===== config.mk =====
export PLATFORM = sky130hd
export DESIGN_NAME = exec_lane
export DESIGN_NICKNAME = d
export VERILOG_FILES = /design/src/logic/lane_pkg.sv /design/src/logic/wb_if.sv /design/src/logic/mac_unit.sv /design/src/logic/ldst_unit.sv /design/src/logic/wb_select.sv /design/src/logic/exec_lane.sv
export SDC_FILE = /design/constraint.sdc
export NUM_CORES = 2
export LEC_CHECK = 0
export CORE_MARGIN = 10
export CORE_UTILIZATION = 60
export CTS_CLUSTER_DIAMETER = 100
export DETAILED_ROUTE_END_ITERATION = 10
export DONT_BUFFER_PORTS = 1
export PLACE_DENSITY = 0.81
export SYNTH_ARGS = -nofsm -noshare
export SYNTH_HDL_FRONTEND = slang
export SYNTH_SLANG_ARGS = --single-unit

===== constraint.sdc =====
create_clock -name clock -period 15.4 [get_ports clock]
set_input_delay 1.54 -clock clock [delete_from_list [all_inputs] [get_ports clock]]
set_output_delay 1.54 -clock clock [all_outputs]
set_load 0.1 [all_outputs]

===== src/logic/lane_pkg.sv =====
package lane_pkg;

	//////////////////////////////
	// Widths
	//////////////////////////////
	localparam int DATA_W  = 32;
	localparam int INDEX_W = 6;
	localparam int ISSUE_W = 5;
	localparam int ADDR_W  = 16;

	typedef logic [DATA_W-1:0]  data_t;
	typedef logic [INDEX_W-1:0] index_t;
	typedef logic [ISSUE_W-1:0] issue_no_t;	// Wraps, age is newest minus this
	typedef logic [ADDR_W-1:0]  addr_t;

	//////////////////////////////
	// Opcode fields
	//////////////////////////////
	typedef logic [1:0] op_type_t;
	typedef logic [1:0] op_class_t;

	// Unit selector values, 1 and 2 are reserved
	localparam op_type_t OP_MAC  = 2'd0;
	localparam op_type_t OP_LDST = 2'd3;

	// Bit positions inside op_class
	localparam int CLASS_ODD_BIT   = 0;	// Port select
	localparam int CLASS_STORE_BIT = 1;	// Store when set

	//////////////////////////////
	// Command
	//////////////////////////////
	typedef struct packed {
		op_type_t  op_type;
		op_class_t op_class;
		index_t    dst;
		issue_no_t issue_no;
	} command_t;

	// Multiply-add pipeline depth
	localparam int MAC_DEPTH_DEF = 4;

endpackage


===== src/logic/wb_if.sv =====
`timescale 1ns/1ps

// Held result of one unit towards the writeback selector
interface wb_if;
	import lane_pkg::*;

	logic      valid;
	index_t    dst;
	data_t     data;
	issue_no_t issue_no;
	logic      take;	// Result leaves the unit in this cycle

	modport src (
		output valid,
		output dst,
		output data,
		output issue_no,
		input  take
	);

	modport sel (
		input  valid,
		input  dst,
		input  data,
		input  issue_no,
		output take
	);

endinterface


===== src/logic/mac_unit.sv =====
`timescale 1ns/1ps

module mac_unit #(
	parameter int depth = 4
)(
	input                       clock,
	input                       rst,
	input                       start,
	input  lane_pkg::index_t    dst,
	input  lane_pkg::issue_no_t issue_no,
	input  lane_pkg::data_t     a,
	input  lane_pkg::data_t     b,
	input  lane_pkg::data_t     c,
	output logic                stalled,
	wb_if.src                   wb
);
	import lane_pkg::*;

	logic [depth-1:0] vld;
	data_t            res_q [depth];
	index_t           dst_q [depth];
	issue_no_t        iss_q [depth];
	logic             advance;

	// Last stage doubles as the hold slot
	assign stalled = vld[depth-1] && !wb.take;
	assign advance = !stalled;

	//////////////////////////////
	// Pipeline
	//////////////////////////////
	always_ff @(posedge clock) begin
		if (rst) begin
			vld <= '0;
		end else if (advance) begin
			vld[0] <= start;
			for (int i = 1; i < depth; i++) begin
				vld[i] <= vld[i-1];
			end
		end
	end

	always_ff @(posedge clock) begin
		if (advance) begin
			res_q[0] <= a * b + c;	// Modulo 2^32
			dst_q[0] <= dst;
			iss_q[0] <= issue_no;
			for (int i = 1; i < depth; i++) begin
				res_q[i] <= res_q[i-1];
				dst_q[i] <= dst_q[i-1];
				iss_q[i] <= iss_q[i-1];
			end
		end
	end

	//////////////////////////////
	// Writeback side
	//////////////////////////////
	assign wb.valid    = vld[depth-1];
	assign wb.dst      = dst_q[depth-1];
	assign wb.data     = res_q[depth-1];
	assign wb.issue_no = iss_q[depth-1];

	// A frozen pipeline cannot take a new command
	a_no_start_stalled: assert property (
		@(posedge clock) disable iff (rst)
		start |-> !stalled
	);

endmodule


===== src/logic/ldst_unit.sv =====
`timescale 1ns/1ps

module ldst_unit (
	input                       clock,
	input                       rst,
	input                       start,
	input                       store,
	input  lane_pkg::index_t    dst,
	input  lane_pkg::issue_no_t issue_no,
	input  lane_pkg::addr_t     addr,
	input  lane_pkg::data_t     wdata,
	input                       mem_grant,
	input                       mem_ready,
	input  lane_pkg::data_t     mem_rdata,
	output logic                idle,
	output logic                mem_req,
	output logic                mem_we,
	output lane_pkg::addr_t     mem_addr,
	output lane_pkg::data_t     mem_wdata,
	wb_if.src                   wb
);
	import lane_pkg::*;

	typedef enum logic [1:0] {
		IDLE,
		REQ,
		WAIT,
		HOLD
	} state_t;

	state_t    state;
	state_t    state_nxt;
	logic      store_q;
	index_t    dst_q;
	issue_no_t iss_q;
	addr_t     addr_q;
	data_t     data_q;	// Store data, then load result
	logic      load_done;

	//////////////////////////////
	// State machine
	//////////////////////////////
	always_comb begin
		state_nxt = state;
		case (state)
			IDLE: begin
				if (start) begin
					state_nxt = REQ;
				end
			end
			REQ: begin
				if (mem_grant && mem_ready) begin
					state_nxt = HOLD;	// Same-cycle answer
				end else if (mem_grant) begin
					state_nxt = WAIT;
				end
			end
			WAIT: begin
				if (mem_ready) begin
					state_nxt = HOLD;
				end
			end
			HOLD: begin
				if (wb.take) begin
					state_nxt = IDLE;
				end
			end
			default: state_nxt = IDLE;
		endcase
	end

	always_ff @(posedge clock) begin
		if (rst) begin
			state <= IDLE;
		end else begin
			state <= state_nxt;
		end
	end

	assign load_done = !store_q && mem_ready &&
		((state == WAIT) || (state == REQ && mem_grant));

	// Command latch and load capture
	always_ff @(posedge clock) begin
		if (start && state == IDLE) begin
			store_q <= store;
			dst_q   <= dst;
			iss_q   <= issue_no;
			addr_q  <= addr;
			data_q  <= wdata;
		end else if (load_done) begin
			data_q  <= mem_rdata;
		end
	end

	assign idle      = (state == IDLE);
	assign mem_req   = (state == REQ);
	assign mem_we    = store_q;
	assign mem_addr  = addr_q;
	assign mem_wdata = data_q;

	assign wb.valid    = (state == HOLD);
	assign wb.dst      = dst_q;
	assign wb.data     = data_q;
	assign wb.issue_no = iss_q;

	a_req_hold: assert property (
		@(posedge clock) disable iff (rst)
		mem_req && !mem_grant |=> mem_req && $stable(mem_addr)
	);

	a_start_idle: assert property (
		@(posedge clock) disable iff (rst)
		start |-> idle
	);

endmodule


===== src/logic/wb_select.sv =====
`timescale 1ns/1ps

module wb_select (
	input                             clock,
	input                             rst,
	input                             issue_strobe,
	input  lane_pkg::issue_no_t       issue_no,
	wb_if.sel                         mac_wb,
	wb_if.sel                         even_wb,
	wb_if.sel                         odd_wb,
	output logic                      wb_valid,
	output lane_pkg::index_t          wb_dst,
	output lane_pkg::data_t           wb_data,
	output lane_pkg::issue_no_t       wb_issue_no
);
	import lane_pkg::*;

	issue_no_t newest;
	issue_no_t age_mac;
	issue_no_t age_even;
	issue_no_t age_odd;
	logic      pick_mac;
	logic      pick_even;
	logic      pick_odd;

	always_ff @(posedge clock) begin
		if (rst) begin
			newest <= '0;
		end else if (issue_strobe) begin
			newest <= issue_no;
		end
	end

	//////////////////////////////
	// Oldest first
	//////////////////////////////
	assign age_mac  = newest - mac_wb.issue_no;	// Wrapping distance
	assign age_even = newest - even_wb.issue_no;
	assign age_odd  = newest - odd_wb.issue_no;

	// Ties go to mac, then even
	assign pick_mac = mac_wb.valid &&
		(!even_wb.valid || age_mac >= age_even) &&
		(!odd_wb.valid || age_mac >= age_odd);
	assign pick_even = even_wb.valid && !pick_mac &&
		(!odd_wb.valid || age_even >= age_odd);
	assign pick_odd = odd_wb.valid && !pick_mac && !pick_even;

	assign mac_wb.take  = pick_mac;
	assign even_wb.take = pick_even;
	assign odd_wb.take  = pick_odd;

	// Register file write, one cycle after the take
	always_ff @(posedge clock) begin
		if (rst) begin
			wb_valid <= 1'b0;
		end else begin
			wb_valid <= pick_mac || pick_even || pick_odd;
		end
	end

	always_ff @(posedge clock) begin
		if (pick_mac) begin
			wb_dst      <= mac_wb.dst;
			wb_data     <= mac_wb.data;
			wb_issue_no <= mac_wb.issue_no;
		end else if (pick_even) begin
			wb_dst      <= even_wb.dst;
			wb_data     <= even_wb.data;
			wb_issue_no <= even_wb.issue_no;
		end else if (pick_odd) begin
			wb_dst      <= odd_wb.dst;
			wb_data     <= odd_wb.data;
			wb_issue_no <= odd_wb.issue_no;
		end
	end

	a_one_take: assert property (
		@(posedge clock) disable iff (rst)
		$onehot0({mac_wb.take, even_wb.take, odd_wb.take})
	);

endmodule


===== src/logic/exec_lane.sv =====
`timescale 1ns/1ps

module exec_lane #(
	parameter int mac_depth = lane_pkg::MAC_DEPTH_DEF
)(
	input                         clock,
	input                         rst,
	input                         req,
	input  lane_pkg::command_t    cmd,
	input  lane_pkg::data_t       src1,
	input  lane_pkg::data_t       src2,
	input  lane_pkg::data_t       src3,
	output logic                  busy,
	// Even memory port
	output logic                  mem_req_even,
	output logic                  mem_we_even,
	output lane_pkg::addr_t       mem_addr_even,
	output lane_pkg::data_t       mem_wdata_even,
	input                         mem_grant_even,
	input                         mem_ready_even,
	input  lane_pkg::data_t       mem_rdata_even,
	// Odd memory port
	output logic                  mem_req_odd,
	output logic                  mem_we_odd,
	output lane_pkg::addr_t       mem_addr_odd,
	output lane_pkg::data_t       mem_wdata_odd,
	input                         mem_grant_odd,
	input                         mem_ready_odd,
	input  lane_pkg::data_t       mem_rdata_odd,
	// Register file write
	output logic                  wb_valid,
	output lane_pkg::index_t      wb_dst,
	output lane_pkg::data_t       wb_data,
	output lane_pkg::issue_no_t   wb_issue_no
);
	import lane_pkg::*;

	logic  mac_start;
	logic  ldst_cmd;
	logic  even_start;
	logic  odd_start;
	logic  mac_stalled;
	logic  even_idle;
	logic  odd_idle;
	addr_t ldst_addr;

	wb_if mac_wb ();
	wb_if even_wb ();
	wb_if odd_wb ();

	//////////////////////////////
	// Decode
	//////////////////////////////
	assign mac_start  = req && (cmd.op_type == OP_MAC);
	assign ldst_cmd   = req && (cmd.op_type == OP_LDST);	// Reserved types fall through
	assign even_start = ldst_cmd && !cmd.op_class[CLASS_ODD_BIT];
	assign odd_start  = ldst_cmd && cmd.op_class[CLASS_ODD_BIT];
	assign ldst_addr  = src1[ADDR_W-1:0];

	assign busy = req || mac_stalled || !even_idle || !odd_idle;

	mac_unit #(
		.depth    (mac_depth)
	) mac_i (
		.clock    (clock),
		.rst      (rst),
		.start    (mac_start),
		.dst      (cmd.dst),
		.issue_no (cmd.issue_no),
		.a        (src1),
		.b        (src2),
		.c        (src3),
		.stalled  (mac_stalled),
		.wb       (mac_wb.src)
	);

	ldst_unit ldst_even (
		.clock     (clock),
		.rst       (rst),
		.start     (even_start),
		.store     (cmd.op_class[CLASS_STORE_BIT]),
		.dst       (cmd.dst),
		.issue_no  (cmd.issue_no),
		.addr      (ldst_addr),
		.wdata     (src2),
		.mem_grant (mem_grant_even),
		.mem_ready (mem_ready_even),
		.mem_rdata (mem_rdata_even),
		.idle      (even_idle),
		.mem_req   (mem_req_even),
		.mem_we    (mem_we_even),
		.mem_addr  (mem_addr_even),
		.mem_wdata (mem_wdata_even),
		.wb        (even_wb.src)
	);

	ldst_unit ldst_odd (
		.clock     (clock),
		.rst       (rst),
		.start     (odd_start),
		.store     (cmd.op_class[CLASS_STORE_BIT]),
		.dst       (cmd.dst),
		.issue_no  (cmd.issue_no),
		.addr      (ldst_addr),
		.wdata     (src2),
		.mem_grant (mem_grant_odd),
		.mem_ready (mem_ready_odd),
		.mem_rdata (mem_rdata_odd),
		.idle      (odd_idle),
		.mem_req   (mem_req_odd),
		.mem_we    (mem_we_odd),
		.mem_addr  (mem_addr_odd),
		.mem_wdata (mem_wdata_odd),
		.wb        (odd_wb.src)
	);

	wb_select wb_select_i (
		.clock        (clock),
		.rst          (rst),
		.issue_strobe (req),
		.issue_no     (cmd.issue_no),
		.mac_wb       (mac_wb.sel),
		.even_wb      (even_wb.sel),
		.odd_wb       (odd_wb.sel),
		.wb_valid     (wb_valid),
		.wb_dst       (wb_dst),
		.wb_data      (wb_data),
		.wb_issue_no  (wb_issue_no)
	);

endmodule


==> impl_metrics.yaml <==
setup_path:
  cp_common_cell: "fa_1"
  rrSetupSlack_ps: 10740
  crit_arrival_ps: 7790
  path_cells: "and2_1 -> fa_1 -> inv_1 -> fa_1 -> inv_1 -> fa_1 -> inv_1 -> fa_1 -> inv_1 -> fa_1 -> fa_1 -> fa_1 -> inv_1 -> fa_1 -> inv_1 -> ha_1 -> a21o_1 -> a21o_1 -> a21oi_2 -> o21ai_1 -> a311oi_2 -> o41ai_2 -> o31ai_2 -> xnor2_1"
  critPathCaptureType: "register"
  worst_r2r_endpoint: "mac_i.res_q[1][4]$_DFFE_PN_"
  path_max_fanout: 32
  slowest_stage: "fa_1"
  cp_slowest_stage_delay_ps: 550
  r2r.worst_path.cells: 14
  startpoint_type: "primary input"
  worstSetupPathType: "in -> reg"
  r2r_start: "wb_select_i.newest[0]$_SDFFE_PP0P_"
  required_ps: 15720
clock_tree:
  cts-htree-levels: 1
  cts_inserted_buffers: 30
  ctsHoldBuffers: 0
  numClockSinks: 349
  clkTransAtPathRegs_ps: 70
  clockRootBuffer: "clkbuf_16"
  cts.repair_timing.setup_buffer_count: 0
  clk_path_buf_depth: 3
  clk_latency_ps: 570
  tritoncts: "built"
  cts_resized: 0
floorplanning:
  core_area_um2: 50000
  die_w_um: 245
  dieArea_um2: 59800
  fp-row-count: 82
  ioPinCount: 327
  die_h_um: 245
  start_util_pct: 60.5
final_layout:
  final_common_cell: "inv_1"
  drive_above_1_share_pct: 3.05
  area_growth_pct: 5.13
  final_nets: 3479
  mostFrequentLayoutCells: "537 x inv_1, 441 x fa_1, 409 x nand2_1"
yosys:
  yosysWarnings: 0
  seq_area_frac_synth_pct: 34.2
  synth_nets: 3559
  synthCells: 2775
  synth_seq_cells: 349
  avgSynthCellArea_um2: 10.9
  synth_top_area_share_pct: 33.3
  synth_flop_cell: "edfxtp_1"
  ys_types: 60
  synthArstFlopShare_pct: 0
  synth_edf_count: 335
  syn_area_um2: 30200
  synthTopCellsByArea: "edfxtp_1 33%, fa_1 29%, and2_1 6.8%"
  synth_area_leader_cell: "edfxtp_1"
sta:
  finalSetupViolCount: 0
  worst_pin_slew_ps: 1300
  finalMaxSlewViolations: 0
  max_slew_margin_pct: 13.2
  rsz0062_at_grt: "false"
  fmax_mhz: 134
  finalCriticalPeriod_ps: 7470
  setup_tns_ps: 0
  fin_skew_ps: 23.5
  hold_viol_final: 0
  setup_ws_ps: 7930
  min_period_over_period_pct: 48.5
  holdWs_ps: 406
route:
  vias: 19380
  routed_wl_mm: 78.7
  ant_nets: 0
  vias_per_cell: 5.71
  drt_iter0_markers: 1618
  first_pass_iters: 7
  drc: 0
  wl_per_cell_um: 23.2
grt:
  grt_pass1_wl_mm: 123
  antenna_found_initial: 4
  grt_max_degree: 92
  overflow: 0
  first_global_vias: 21712
  track_usage_pct: 26.5
min_path:
  min_path_cells: 0
  min_path_type: "reg -> reg"
  hold_path.startpoint: "mac_i.dst_q[0][4]$_DFFE_PN_"
  min_to: "mac_i.dst_q[1][4]$_DFFE_PN_"
status:
  status: "finished, final reports clean"
place:
  dp_hpwl_mm: 60.5
  gp_congestion: 0.896
  place.port_buffers: 0
  preCtsSetupSlack_ps: 7340
flow_run:
  maxCapViolations: 0
-- cells by family (layout without fill, tap and decap cells) --
logic type	count (synthesis)	count (layout)	synth area share, %
xor+xnor	100	100	2.90
simple gates	851	851	13.6
mux	51	51	1.69
flops	349	349	34.2
compound gates	163	163	3.52
fa+ha+maj	602	602	35.8
other cells	0	2	0
buf+inv	659	603	8.26
-- worst max path at each step --
stage / start / cells after the start / slack, ps / end
detailed placement: src2[2] / 24 / 7340 / mac_i.res_q[0][28]$_DFFE_PN_
global placement: src1[19] / 24 / 7420 / mac_i.res_q[0][28]$_DFFE_PN_
floorplan: wb_select_i.newest[0]$_SDFFE_PP0P_ / 14 / 6580 / busy
global route: src2[2] / 24 / 7750 / mac_i.res_q[0][28]$_DFFE_PN_
CTS: src2[2] / 24 / 7970 / mac_i.res_q[0][28]$_DFFE_PN_
finish: src2[2] / 24 / 7930 / mac_i.res_q[0][28]$_DFFE_PN_
-- sequential cells by signal, summed over array words and instances (netlist names), 16 cells and up --
register / count
ldst_even.mem_addr: 16
mac_i.iss_q: 20
wb_select_i.wb_data: 32
mac_i.dst_q: 24
mac_i.res_q: 128
ldst_odd.mem_addr: 16
ldst_even.mem_wdata: 32
ldst_odd.mem_wdata: 32
-- through the flow --
| step | util [%] | cells | area (µm²) |
|---|---|---|---|
| after floorplan | - | 2775 | 30200 |
| after global placement | 61.5 | 3335 | 30700 |
| after detailed placement | 61.5 | 3335 | 30700 |
| after CTS | 63.6 | 3391 | 31800 |
| after global routing | 63.6 | 3391 | 31800 |
| final | 63.6 | 3393 | 31800 |
-- critical path: cells and delay by family --
family / cells / cell delay [ps]
adders and majority gates: 9 / 4330
AOI/OAI and AO/OA: 7 / 1360
buffers and inverters: 6 / 320
and+or+nand+nor: 1 / 150
xor gates and xnor gates: 1 / 80
-- layout make-up --
type	instances	area, µm²
clock buffer	38	821
fill	3812	18200
timing repair buffer	7	52.6
tap	672	841
multi-input combinational	1767	17500
inverter	540	2030
clock inverter	18	241
antenna	2	5.00
sequential	349	10300
-- metal layers --
metal / GRT usage, % / up-vias / part of all wire [%]
li1: - / 8338 / -
met1: 32.3 / 9793 / 36
met2: 43.4 / 1048 / 47
met3: 8.55 / 201 / 13
met4: 10.6 / 0 / 3.9
met5: 0 / - / 0
-- cell usage after synthesis (2+ instances only) --
| master | instances |
|---|---|
| fa_1 | 441 |
| buf_2 | 16 |
| a21oi_1 | 76 |
| inv_1 | 540 |
| and2_1 | 327 |
| xor2_1 | 27 |
| nor2_1 | 68 |
| o221ai_1 | 2 |
| a311o_1 | 2 |
| o21bai_1 | 2 |
| or3_1 | 2 |
| nand4_1 | 4 |
| ha_1 | 161 |
| nand3_1 | 8 |
| o21ai_1 | 2 |
| nand2b_1 | 10 |
| and3_1 | 4 |
| a21o_1 | 23 |
| o211ai_1 | 4 |
| dfxtp_1 | 14 |
| o21a_1 | 5 |
| nand2_1 | 409 |
| a211oi_1 | 3 |
| nor3_1 | 8 |
| mux2i_1 | 51 |
| nor2b_1 | 7 |
| edfxtp_1 | 335 |
| buf_1 | 2 |
| clkbuf_1 | 99 |
| xnor2_1 | 73 |
| o21ai_0 | 21 |
Power is left out: the tool's default activity adds up to more than one toggle a clock period on the data nets, which glitch-free logic cannot reach.
